$ cat config.mk
export PLATFORM = sky130hd
export DESIGN_NAME = zx_memio
export DESIGN_NICKNAME = d
export VERILOG_FILES = /design/src/design/zx_pkg.sv /design/src/design/zx_memio.sv /design/src/design/zx_paging.sv /design/src/design/zx_port_io.sv
export SDC_FILE = /design/constraint.sdc
export NUM_CORES = 1
export LEC_CHECK = 0
export BUFFER_PORTS_ARGS = -buffer_cell sky130_fd_sc_hd__buf_2
export CORE_MARGIN = 8
export CORE_UTILIZATION = 43
export DETAILED_ROUTE_END_ITERATION = 16
export GPL_TIMING_DRIVEN = 0
export PLACE_DENSITY = 0.86
export SLEW_MARGIN = 30
export SYNTH_ARGS = -nofsm -noshare
export SYNTH_HDL_FRONTEND = slang
export SYNTH_SLANG_ARGS = --single-unit
$ cat constraint.sdc
create_clock -name clk_sys -period 4.25 [get_ports clk_sys]
set_clock_uncertainty 0.15 [all_clocks]
set_input_delay 1.275 -clock clk_sys [delete_from_list [all_inputs] [get_ports clk_sys]]
set_output_delay 1.275 -clock clk_sys [all_outputs]
set_load 0.02 [all_outputs]
$ cat src/design/zx_pkg.sv
// Shared bus types and memory map for the paging core; all bus levels are active high
package zx_pkg;

	// ======================================================================
	// Memory map constants
	// ======================================================================

	// External RAM address width, 32MB space
	localparam int RAM_ADDR_W = 25;

	// Upper address bits of the ROM area in external RAM
	localparam logic [2:0] ROM_REGION = 3'b101;

	// One 16K page
	localparam int PAGE_BITS = 14;

	// ======================================================================
	// Enumerations
	// ======================================================================

	typedef enum logic [1:0] {
		zx48  = 2'd0,
		zx128 = 2'd1,
		plus3 = 2'd2
	} machine_e;

	typedef enum logic [1:0] {
		kempston  = 2'd0,
		sinclair1 = 2'd1,
		cursor    = 2'd2
	} joy_mode_e;

	// ======================================================================
	// Bus and request structs
	// ======================================================================

	// One Z80 bus cycle, strobes already inverted to active high
	typedef struct packed {
		logic [15:0] addr;
		logic [7:0]  dout;
		logic        mreq;
		logic        iorq;
		logic        rd;
		logic        wr;
		logic        m1;
	} cpu_bus_t;

	// Request towards external RAM
	typedef struct packed {
		logic [RAM_ADDR_W-1:0] addr;
		logic [7:0]            din;
		logic                  we;
		logic                  rd;
	} ram_req_t;

	// ULA outputs from port #FE
	typedef struct packed {
		logic [2:0] border;
		logic       ear;
		logic       mic;
	} ula_out_t;

	// One joystick, pressed is 1
	typedef struct packed {
		logic fire;
		logic up;
		logic down;
		logic left;
		logic right;
	} joy_t;

endpackage

$ cat src/design/zx_memio.sv
// Memory paging and port top; RAM read data must be valid in the same cycle as the request
`timescale 1ns/10ps

module zx_memio
	import zx_pkg::*;
(
	input  logic       clk_sys,
	input  logic       reset,
	input  cpu_bus_t   bus,
	input  machine_e   machine,
	input  logic [4:0] key_data,
	input  joy_t       joy,
	input  joy_mode_e  joy_mode,
	input  logic       tape_in,
	input  logic [7:0] ram_rdata,
	output ram_req_t   ram,
	output ula_out_t   ula,
	output logic [7:0] cpu_din
);

	logic       io_wr;
	logic       io_wr_q;
	logic       io_wr_pulse;
	logic [7:0] port_rdata;
	logic       port_hit;

	// ======================================================================
	// I/O write strobe edge
	// ======================================================================

	assign io_wr = bus.iorq & bus.wr & ~bus.m1;

	always_ff @(posedge clk_sys) begin
		if (reset)
			io_wr_q <= 1'b0;
		else
			io_wr_q <= io_wr;
	end

	// One clock per bus write, however long the strobe stays high
	assign io_wr_pulse = io_wr & ~io_wr_q;

	zx_paging u_paging (
		.clk_sys     (clk_sys),
		.reset       (reset),
		.bus         (bus),
		.machine     (machine),
		.io_wr_pulse (io_wr_pulse),
		.ram         (ram)
	);

	zx_port_io u_port_io (
		.clk_sys     (clk_sys),
		.reset       (reset),
		.bus         (bus),
		.io_wr_pulse (io_wr_pulse),
		.key_data    (key_data),
		.joy         (joy),
		.joy_mode    (joy_mode),
		.tape_in     (tape_in),
		.ula         (ula),
		.port_rdata  (port_rdata),
		.port_hit    (port_hit)
	);

	// ======================================================================
	// CPU read data
	// ======================================================================

	// Undecoded ports float high
	assign cpu_din = bus.mreq ? ram_rdata :
		port_hit ? port_rdata : 8'hFF;

endmodule

$ cat src/design/zx_paging.sv
// #7FFD/#1FFD paging for 48/128/+3 only; model is sampled while reset is high, no wait states
`timescale 1ns/10ps

module zx_paging
	import zx_pkg::*;
(
	input  logic     clk_sys,
	input  logic     reset,
	input  cpu_bus_t bus,
	input  machine_e machine,
	input  logic     io_wr_pulse,
	output ram_req_t ram
);

	machine_e model;
	logic [7:0] page_reg;
	logic [7:0] page_reg_plus3;

	logic is_zx48;
	logic is_plus3;
	logic page_disable;
	logic page_special;
	logic active_48_rom;
	logic page_write;
	logic page_write_plus3;
	logic [3:0] rom_page;
	logic [1:0] slot;
	logic [2:0] bank;
	logic [11:0] special_map;
	logic map_rom;
	logic [RAM_ADDR_W-1:0] ram_addr;

	assign is_zx48  = (model == zx48);
	assign is_plus3 = (model == plus3);

	// 48 has no paging at all, bit 5 locks it until reset
	assign page_disable = is_zx48 | page_reg[5];
	assign page_special = page_reg_plus3[0];

	assign active_48_rom = is_zx48 | page_reg[4];

	// ======================================================================
	// Port decode
	// ======================================================================

	// #7FFD, partial decode; +3 also needs A14 so that #1FFD does not alias
	assign page_write = ~bus.addr[15] & ~bus.addr[1] & (bus.addr[14] | ~is_plus3) &
		~page_disable;

	assign page_write_plus3 = is_plus3 & (bus.addr[15:12] == 4'b0001) & ~bus.addr[1] &
		~page_disable;

	always_ff @(posedge clk_sys) begin
		if (reset) begin
			model          <= machine;
			page_reg       <= 8'h00;
			page_reg_plus3 <= 8'h00;
		end else if (io_wr_pulse) begin
			if (page_write)
				page_reg <= bus.dout;
			else if (page_write_plus3)
				page_reg_plus3 <= bus.dout;
		end
	end

	// ======================================================================
	// Address mapping
	// ======================================================================

	// +3 has four ROMs, bit 0 of the non-+3 page is the 48 BASIC select
	assign rom_page = is_plus3 ? {2'b10, page_reg_plus3[2], page_reg[4]} :
		{is_zx48, 2'b11, active_48_rom};

	assign slot = bus.addr[15:14];

	// All-RAM layouts, slot 3 in the top field
	always_comb begin
		case (page_reg_plus3[2:1])
			2'b00:   special_map = {3'd3, 3'd2, 3'd1, 3'd0};
			2'b01:   special_map = {3'd7, 3'd6, 3'd5, 3'd4};
			2'b10:   special_map = {3'd3, 3'd6, 3'd5, 3'd4};
			default: special_map = {3'd3, 3'd6, 3'd7, 3'd4};
		endcase
	end

	always_comb begin
		map_rom = 1'b0;
		bank    = 3'd0;
		if (page_special) begin
			bank = special_map[slot * 3 +: 3];
		end else begin
			case (slot)
				2'b00:   map_rom = 1'b1;
				2'b01:   bank = 3'd5;
				2'b10:   bank = 3'd2;
				default: bank = page_reg[2:0];
			endcase
		end

		ram_addr = '0;
		ram_addr[PAGE_BITS-1:0] = bus.addr[PAGE_BITS-1:0];
		if (map_rom)
			ram_addr[PAGE_BITS +: 7] = {ROM_REGION, rom_page};
		else
			ram_addr[PAGE_BITS +: 3] = bank;
	end

	// ROM slot is write protected unless an all-RAM mode is on
	assign ram = '{
		addr: ram_addr,
		din:  bus.dout,
		we:   bus.mreq & bus.wr & (page_special | (slot != 2'b00)),
		rd:   bus.mreq & bus.rd
	};

endmodule

$ cat src/design/zx_port_io.sv
// Port #FE and Kempston #1F only, partial decode like the original ULA; joystick is active high
`timescale 1ns/10ps

module zx_port_io
	import zx_pkg::*;
(
	input  logic       clk_sys,
	input  logic       reset,
	input  cpu_bus_t   bus,
	input  logic       io_wr_pulse,
	input  logic [4:0] key_data,
	input  joy_t       joy,
	input  joy_mode_e  joy_mode,
	input  logic       tape_in,
	output ula_out_t   ula,
	output logic [7:0] port_rdata,
	output logic       port_hit
);

	logic       io_rd;
	logic       kemp_sel;
	logic       fe_sel;
	logic [7:0] kemp_dout;
	logic [4:0] joy_row12;
	logic [4:0] joy_row11;
	logic [4:0] joy_kbd;
	logic [4:0] kbd_dout;

	// ======================================================================
	// Port #FE write
	// ======================================================================

	always_ff @(posedge clk_sys) begin
		if (reset) begin
			ula.border <= 3'd0;
			ula.ear    <= 1'b0;
			ula.mic    <= 1'b0;
		end else if (io_wr_pulse && !bus.addr[0]) begin
			ula.border <= bus.dout[2:0];
			ula.mic    <= bus.dout[3];
			ula.ear    <= bus.dout[4];
		end
	end

	// ======================================================================
	// Joystick to keyboard
	// ======================================================================

	// Row 12 holds keys 0,9,8,7,6 from bit 0 up, row 11 holds 1..5
	always_comb begin
		joy_row12 = 5'b00000;
		joy_row11 = 5'b00000;
		case (joy_mode)
			sinclair1: begin
				joy_row12 = {joy.left, joy.right, joy.down, joy.up, joy.fire};
			end
			cursor: begin
				joy_row12 = {joy.down, joy.up, joy.right, 1'b0, joy.fire};
				// Left is key 5 on the other half row
				joy_row11 = {joy.left, 4'b0000};
			end
			default: begin
				joy_row12 = 5'b00000;
				joy_row11 = 5'b00000;
			end
		endcase
	end

	// Keys pull low only when their row is addressed
	assign joy_kbd = ({5{bus.addr[12]}} | ~joy_row12) & ({5{bus.addr[11]}} | ~joy_row11);
	assign kbd_dout = key_data & joy_kbd;

	// ======================================================================
	// Read decode
	// ======================================================================

	// Interrupt acknowledge also has iorq, so m1 is excluded
	assign io_rd = bus.iorq & bus.rd & ~bus.m1;

	assign kemp_sel = (bus.addr[5:0] == 6'h1F);
	assign fe_sel   = ~bus.addr[0] & ~kemp_sel;

	assign kemp_dout = (joy_mode == kempston) ?
		{3'b000, joy.fire, joy.up, joy.down, joy.left, joy.right} : 8'h00;

	assign port_rdata = kemp_sel ? kemp_dout : {1'b1, tape_in, 1'b1, kbd_dout};
	assign port_hit   = io_rd & (kemp_sel | fe_sel);

endmodule

Word level (Yosys, flattened, before mapping). Cells that the tools add are included.

Bits in latches: 0. Logic and storage cells: 77. Input bits: 54. Register bits after elaboration: 17. Output and inout bits: 48. Memory bits (writable): 0. Memories kept: 0. Memory bits (read-only): 0.

Eq/ne operators: 9. Bitwise operators: 36. Mux-type cells: 14. Multiply operators: 1. Order comparisons: 0. Reductions and logical operators: 9. Div/mod/pow operators: 0. Shift operators: 1. Add/sub/neg operators: 0.

Operator list (count): 12-bit one-hot mux with 3 select lines (1); 8-bit 2-to-1 mux (3); 1-bit bitwise AND (16); 12-bit by 5-bit variable part select with 3-bit output (1); 5-bit bitwise AND (2); 5-bit 2-to-1 mux (2); 5-bit inverter (2); 5-bit bitwise OR (2); 5-bit one-hot mux with 2 select lines (1); 1-bit inverter (9); 3-bit one-hot mux with 3 select lines (1); 2-bit == test, second input constant (4); 2-bit logical NOT (4); 4-bit 2-to-1 mux (2); 2-bit by 1-bit == test with 1-bit output, second input constant (3); 6-bit by 5-bit == test with 1-bit output, second input constant (1); 3-bit 2-to-1 mux (2); 1-bit bitwise OR (5); 4-bit by 1-bit == test with 1-bit output, second input constant (1); 2-bit by 2-bit multiplier with 4-bit output, second input constant (1); 3-bit AND reduction (1); 1-bit 2-to-1 mux (2); 2-bit AND reduction (1); 2-bit nonzero test (1); 2 further kinds (2).

Logic depth before layout (Yosys ltp). Gate-level depths: netlist of the first run.

Word-level depth: 9. Depth in mapped cells: 5. Gate-level depth less buffers: 5.

Modules after synthesis. From an unflattened synthesis of the first run, not the netlist that was laid out.

Cells, all modules: 165. Area total of the unflattened synthesis: 1442.6 µm².

By module, submodules not included: zx_paging (cells an instance 89, area each 792.0 µm², instances 1, sequential area each 220.2 µm²); zx_port_io (cells an instance 52, area each 427.9 µm², instances 1, sequential area each 100.1 µm²); zx_memio (cells an instance 24, area each 222.7 µm², instances 1, sequential area each 20.0 µm²).

Worst setup path before layout of the first run. OpenSTA, ideal clock, no wires.

Path type: input -> output. Start point: input joy_mode[0]. End point: output cpu_din[1]. Setup slack: 0.394 ns. Arrival: 2.431 ns. Stages: 5. Path buffers: 0. Data required time: 2.825 ns. Path through: inv_1 ha_1 nand2b_1 o21ai_0 a221oi_1.

Longest elaborated chain between the ends: 9. Elaborated cells on any way between the ends: 12. Those cells by class: 2 x eq/ne; 5 x mux; 4 x bitwise; 1 x reduce/logical.

RTL lines: start, declared (RTL line zx_memio.sv:13) `input joy_mode_e joy_mode,`; 2-bit == test or 2-bit by 1-bit == test with 1-bit output (tied branches) (RTL line zx_port_io.sv:53) `case (joy_mode)`; 5-bit one-hot mux with 2 select lines (RTL line zx_port_io.sv:53); 5-bit inverter (RTL line zx_port_io.sv:70) `assign joy_kbd = ({5{bus.addr[12]}} | ~joy_row12) & ({5{bus.addr[11]}} | ~joy_row11);`; 5-bit bitwise OR (RTL line zx_port_io.sv:70); 5-bit bitwise AND (RTL line zx_port_io.sv:70); 5-bit bitwise AND (RTL line zx_port_io.sv:71) `assign kbd_dout = key_data & joy_kbd;`; 8-bit 2-to-1 mux * (RTL line zx_port_io.sv:86) `assign port_rdata = kemp_sel ? kemp_dout : {1'b1, tape_in, 1'b1, kbd_dout};`; 8-bit 2-to-1 mux * (RTL line zx_memio.sv:72) `port_hit ? port_rdata : 8'hFF;`; 8-bit 2-to-1 mux * (RTL line zx_memio.sv:71) `assign cpu_din = bus.mreq ? ram_rdata :`; end, declared (RTL line zx_memio.sv:18) `output logic [7:0] cpu_din`.

Every way passes the cells marked *; elsewhere a longest branch is shown, timed or not.

Worst setup path in the final report of the first run.
Start point: input bus[0] (netlist name). End point: output cpu_din[3].

Longest elaborated chain between the ends: 5.

RTL lines: start, declared (RTL line zx_memio.sv:9) `input cpu_bus_t bus,`; 1-bit inverter (RTL line zx_port_io.sv:78) `assign io_rd = bus.iorq & bus.rd & ~bus.m1;`; 1-bit bitwise AND (RTL line zx_port_io.sv:78); 1-bit bitwise AND (RTL line zx_port_io.sv:87) `assign port_hit = io_rd & (kemp_sel | fe_sel);`; 8-bit 2-to-1 mux (RTL line zx_memio.sv:72); 8-bit 2-to-1 mux (RTL line zx_memio.sv:71).

No other way between the ends.

==> results.tsv, run 1 <==
metric	value	unit
CP peak stage delay	0.52	ns
final hold viol count	0	
RSZ-0062 raised after global routing	false	
Site Rows	20	
Max-cap violations	0	
CP Data Required Time	2.82	ns
crit-path most repeated cell	buf_2	
1st-pass router iterations	4	
pins over their slew limit	0	
Final min period	3.99	ns
cell taking the most area after synthesis	dfxtp_1	
synth-to-layout area growth	38.6	%
peak supply drop	177	µV
Final setup viols	0	
RePlAce Congestion	0.838	
Detail Placement HPWL	3440	µm
Core Region	0.00300	mm²
first-pass GRT wire length	6330	µm
Hold Path Depth	2	
Reg2Reg Depth	3	
Detailed Route WL	3990	µm
port bufs	86	
WL/cell	13.7	µm
via count	1444	
LEAKAGE	0.913	nW
io pins	102	
pre-CTS WS	0.314	ns
Worst-Margin Slew	0.590	ns
TritonCTS Sinks	16	
Synthesis Warnings	0	
number of remaining DRC errors	0	
post-route ant nets	0	
mux cell area share after synthesis	0.0527	
number of enable flip-flop cells after synthesis	2	
HP Class	flip-flop to flip-flop	
CTS root buffer	clkbuf_4	
Post-Syn Instances	164	
Synth area leaders	dfxtp_1, buf_4, nand2b_1, mux2i_1, o21ai_0	
Slowest-stage cell, CP	nor3_1	
Worst slew margin	0.604	
post-synthesis compound-gate area fraction	0.200	
syn_area_per_cell	8.10	µm²
die area	0.00513	mm²
most instantiated library cell after synthesis	buf_4	
Post-Syn Area	0.00133	mm²
crit end category	output pin	
Layout Nets	316	
Skew-Pair Late Insertion Delay	0.28	ns
Post-CTS Setup Bufs	0	
Synth async-reset ratio	0	
Final WS setup	0.264	ns
register area share after synthesis	0.256	
ant diodes	0	
status	finished clean	
hold_buf cts	0	
via/cell ratio	4.96	
dominant combinational cell family by area after synthesis	simple AND/OR/NAND/NOR gates	
Num CTS Buffers	3	
ratio of cells with drive above 1 in the final layout	0.484	
fmax	0.251	GHz
Die Span Y	71.6	µm
clock transition at the registers of the reported paths	0.08	ns
Unique masters post-synth	39	
pwr dens	208	mW/mm²
vias in the first global route	1436	
Total GRT Usage	0.149	
xor/xnor share of the synthesized area	0	
H-tree lvl count	1	
critical path arrival	2.56	ns
CTS tree	yes	
GR Overflow Total	0	
largest net degree at the start of global routing	11	
Startpoint Class	input port	
starting density of the core	0.442	
Synth Area in Simple Gates	0.248	
number of synthesized register bits	16	
crit-path cells	buf_2 > nand4bb_1 > nor3_1 > a221oi_1 > buf_2	
fin crit share	0.938	
Die X	71.6	µm
Post-synth top cells	buf_4, nand2b_1, dfxtp_1	
post-CTS sizing	0	
share of the synthesized area in the top cell type	0.211	
CP max FO	5	
commonest register cell after synthesis	dfxtp_1	
Iter 0 DRT Violations	40	
critical path class	input port to output pin	
post-synthesis adder-cell area fraction	0.0282	
clock tree buffer depth	2	
Setup TNS	0	ns
initial antenna violation count	0	
[layout make-up]
cell class                      instances  area, µm²
Buffer                                 36        253
Clock buffer                            4       26.3
Fill cell                             281       1160
Inverter                                8       30.0
Multi-Input combinational cell        108        721
Sequential cell                        16        340
Tap cell                               33       41.3
Timing Repair Buffer                   86        430
[through the flow]
| stage | instances | power, mW | hold slack (ns) | utilization | area [µm²] |
|---|---|---|---|---|---|
| 3_5_place_dp | 287 | 0.305 | 0.315 | 0.605 | 1820 |
| 4_1_cts | 291 | 0.386 | 0.326 | 0.613 | 1840 |
| 5_1_grt | 291 | 0.404 | 0.372 | 0.613 | 1840 |
| 3_3_place_gp | 287 | 0.303 | 0.308 | 0.605 | 1820 |
| 2_1_floorplan | 168 | 0.252 | 0.296 | - | 1340 |
| 6_report | 291 | 0.383 | 0.325 | 0.613 | 1840 |
[metal layers]
layer / GRT usage / share of wire / routed length (µm)
met1: 0.163 / 0.41 / 1660
met3: 0.0446 / 0.066 / 265
met2: 0.271 / 0.52 / 2060
met4: 0.0340 / 0.0035 / 14
met5: 0 / 0 / 0
[final timing paths]
check,startpoint,end,slack [ns]
setup / recovery,bus[0],cpu_din[3],0.26
hold / removal,u_port_io.ula[2],u_port_io.ula[2],0.32
setup reg to reg,io_wr_q,u_paging.page_reg[1],2.69
hold reg to reg,u_port_io.ula[2],u_port_io.ula[2],0.32
[cells in the final DEF, fill, tap and decap left out, types with 2 or more instances in the layout]
cell | synthesis | layout
nor2b_1 | 6 | 6
mux2i_1 | 7 | 7
buf_4 | 29 | 29
nand4_1 | 2 | 2
nand2_1 | 6 | 6
dfxtp_1 | 14 | 14
ha_1 | 3 | 3
nand4bb_1 | 2 | 2
nand3_1 | 6 | 6
nand2b_1 | 15 | 15
edfxtp_1 | 2 | 2
a21oi_1 | 9 | 9
conb_1 | 1 | 5
or3_4 | 2 | 2
a211oi_1 | 2 | 2
nor3_1 | 3 | 3
buf_2 | 0 | 86
o21ai_0 | 12 | 12
a2111oi_0 | 2 | 2
inv_1 | 8 | 8
a221oi_1 | 4 | 4
a22oi_1 | 4 | 4
clkbuf_1 | 5 | 6
nor2_1 | 3 | 3
clkbuf_4 | 0 | 3
a2bb2oi_1 | 2 | 2
[kinds of logic after synthesis]
family	Yosys count
AOI/OAI and AO/OA	41
muxes	7
and+or+nand+nor	52
adders and majority gates	3
buffers and inverters	44
DFF	16
other	1
[power by group]
| part | total [mW] | internal, mW | switching, mW |
|---|---|---|---|
| sequential | 0.159 | 0.156 | 0.00244 |
| combinational | 0.143 | 0.0651 | 0.0778 |
| clock | 0.0811 | 0.0365 | 0.0446 |
| total | 0.383 | 0.258 | 0.125 |
[worst max-delay path, delay by kind of cell]
family                 cells  cell delay [ns]
buffers and inverters      2             0.31
and+or+nand+nor            2             0.79
AOI/OAI and AO/OA          1             0.18
(Power assumes the default switching activity.)
==> run 2, diff against run 1 <==
--- a/config.mk
+++ b/config.mk
@@ -7,10 +7,9 @@
 export LEC_CHECK = 0
 export BUFFER_PORTS_ARGS = -buffer_cell sky130_fd_sc_hd__buf_2
 export CORE_MARGIN = 8
-export CORE_UTILIZATION = 43
+export CORE_UTILIZATION = 30
 export DETAILED_ROUTE_END_ITERATION = 16
 export GPL_TIMING_DRIVEN = 0
-export PLACE_DENSITY = 0.86
 export SLEW_MARGIN = 30
 export SYNTH_ARGS = -nofsm -noshare
 export SYNTH_HDL_FRONTEND = slang
==> run 2 against run 1 <==
Die area rose by 33%. Sequential power barely moved. Critical endpoint unchanged. Global-route usage fell by 2.8 points. Final cell count rose by 6.5%.
==> results.tsv, run 2 (synthesized netlist as in run 1, its figures left out) <==
metric	value	unit
ratio of cells with drive above 1 in the final layout	0.484	
Final Power	0.418	mW
TritonCTS Sinks	16	
Final min period	3.99	ns
commonest non-fill, non-tap cells in the layout	buf_2, buf_4, nand2b_1	
via/cell ratio	4.67	
crit-path cells	buf_2 > nand4bb_1 > nor3_1 > a221oi_1 > buf_2	
critical path arrival	2.56	ns
Layout Nets	316	
pre-CTS WS	0.257	ns
starting density of the core	0.307	
Max-cap violations	0	
first-pass GRT wire length	6610	µm
P_sw	0.133	mW
status	finished clean	
final hold viol count	0	
placed cells	306	
Post-CTS Setup Bufs	0	
synth-to-layout area growth	41.8	%
CP peak stage delay	0.50	ns
Int Pwr	0.286	mW
Startpoint Class	input port	
Clk pwr share	0.278	
hold_buf cts	0	
Skew-Pair Late Insertion Delay	0.25	ns
Setup TNS	0	ns
peak supply drop	167	µV
fmax	0.251	GHz
die area	0.00681	mm²
pwr dens	222	mW/mm²
clock transition at the registers of the reported paths	0.06	ns
Comb pwr share	0.342	
LEAKAGE	0.921	nW
RSZ-0062 raised after global routing	false	
Detailed Route WL	4270	µm
initial antenna violation count	0	
Final Util	0.436	
hold_ws	0.332	ns
# fillers	456	
Site Rows	24	
Area after DPL	0.00184	mm²
CP max FO	5	
GR Overflow Total	0	
Final WS setup	0.261	ns
Slowest-stage cell, CP	nor3_1	
Die Span Y	82.6	µm
critical path class	input port to output pin	
Detail Placement HPWL	3640	µm
pins over their slew limit	0	
Multi-input gate area	721	µm²
CP Data Required Time	2.82	ns
vias in the first global route	1458	
Total GRT Usage	0.120	
1st-pass router iterations	4	
H-tree lvl count	1	
RePlAce Congestion	0.831	
Reg area	340	µm²
Num CTS Buffers	3	
fin crit share	0.939	
final std cells w/o fill	310	
post-route ant nets	0	
WL/cell	13.8	µm
crit-path most repeated cell	buf_2	
Seq pwr share	0.380	
post-CTS sizing	0	
ant diodes	0	
Worst slew margin	0.624	
Final setup viols	0	
largest net degree at the start of global routing	11	
clock tree buffer depth	2	
io pins	102	
via count	1448	
crit end category	output pin	
fin area	0.00188	mm²
Sw Share	0.317	
Core Region	0.00432	mm²
Iter 0 DRT Violations	56	
Die X	82.6	µm
CTS tree	yes	
port bufs	86	
number of remaining DRC errors	0	
leading cell type in the layout, fill and taps excluded	buf_2	
HP Class	flip-flop to flip-flop	
Worst-Margin Slew	0.560	ns
CTS root buffer	clkbuf_8	
## run 2: cell count changes in the layout (fill, tap and decap cells not counted), sizes merged
cell	before	now
clkbuf	10	9
clkinv	0	1
## run 2: cell type report
class / count / area share
multi-input cells: 108 / 0.382
repair buffers: 86 / 0.228
flip-flops and latches: 16 / 0.181
plain buffers: 36 / 0.134
well taps: 52 / 0.0345
clock buffers: 3 / 0.0219
inverters: 8 / 0.0159
clock inverters: 1 / 0.00199
## run 2: final timing paths
path | startpoint | to | slack [ns] | cells past startpoint
max reg2reg | io_wr_q | u_paging.page_reg[1] | 2.72 | 3
min reg2reg | u_port_io.ula[2] | u_port_io.ula[2] | 0.33 | 2
min | u_port_io.ula[2] | u_port_io.ula[2] | 0.33 | 2
max | bus[0] | cpu_din[3] | 0.26 | 5
## run 2: metal layers
layer	track usage	wire, µm	up-vias
li1	-	-	738
met1	0.146	1770	649
met2	0.206	2060	57
met3	0.0325	380	4
met4	0.0276	56	0
met5	0	0	-
## run 2: power by group through the flow
stage	clock network [mW]	logic (mW)	registers (mW)
after detailed placement	0	0.144	0.162
final	0.116	0.143	0.159
after global routing	0.127	0.155	0.159
after CTS	0.118	0.144	0.159
after global placement	0	0.143	0.162
after floorplan	0	0.0894	0.163
## run 2: critical path: cells and delay by family
| family | cells | cell delay [ns] |
|---|---|---|
| and+or+nand+nor | 2 | 0.78 |
| buffers and inverters | 2 | 0.32 |
| AOI/OAI and AO/OA | 1 | 0.19 |
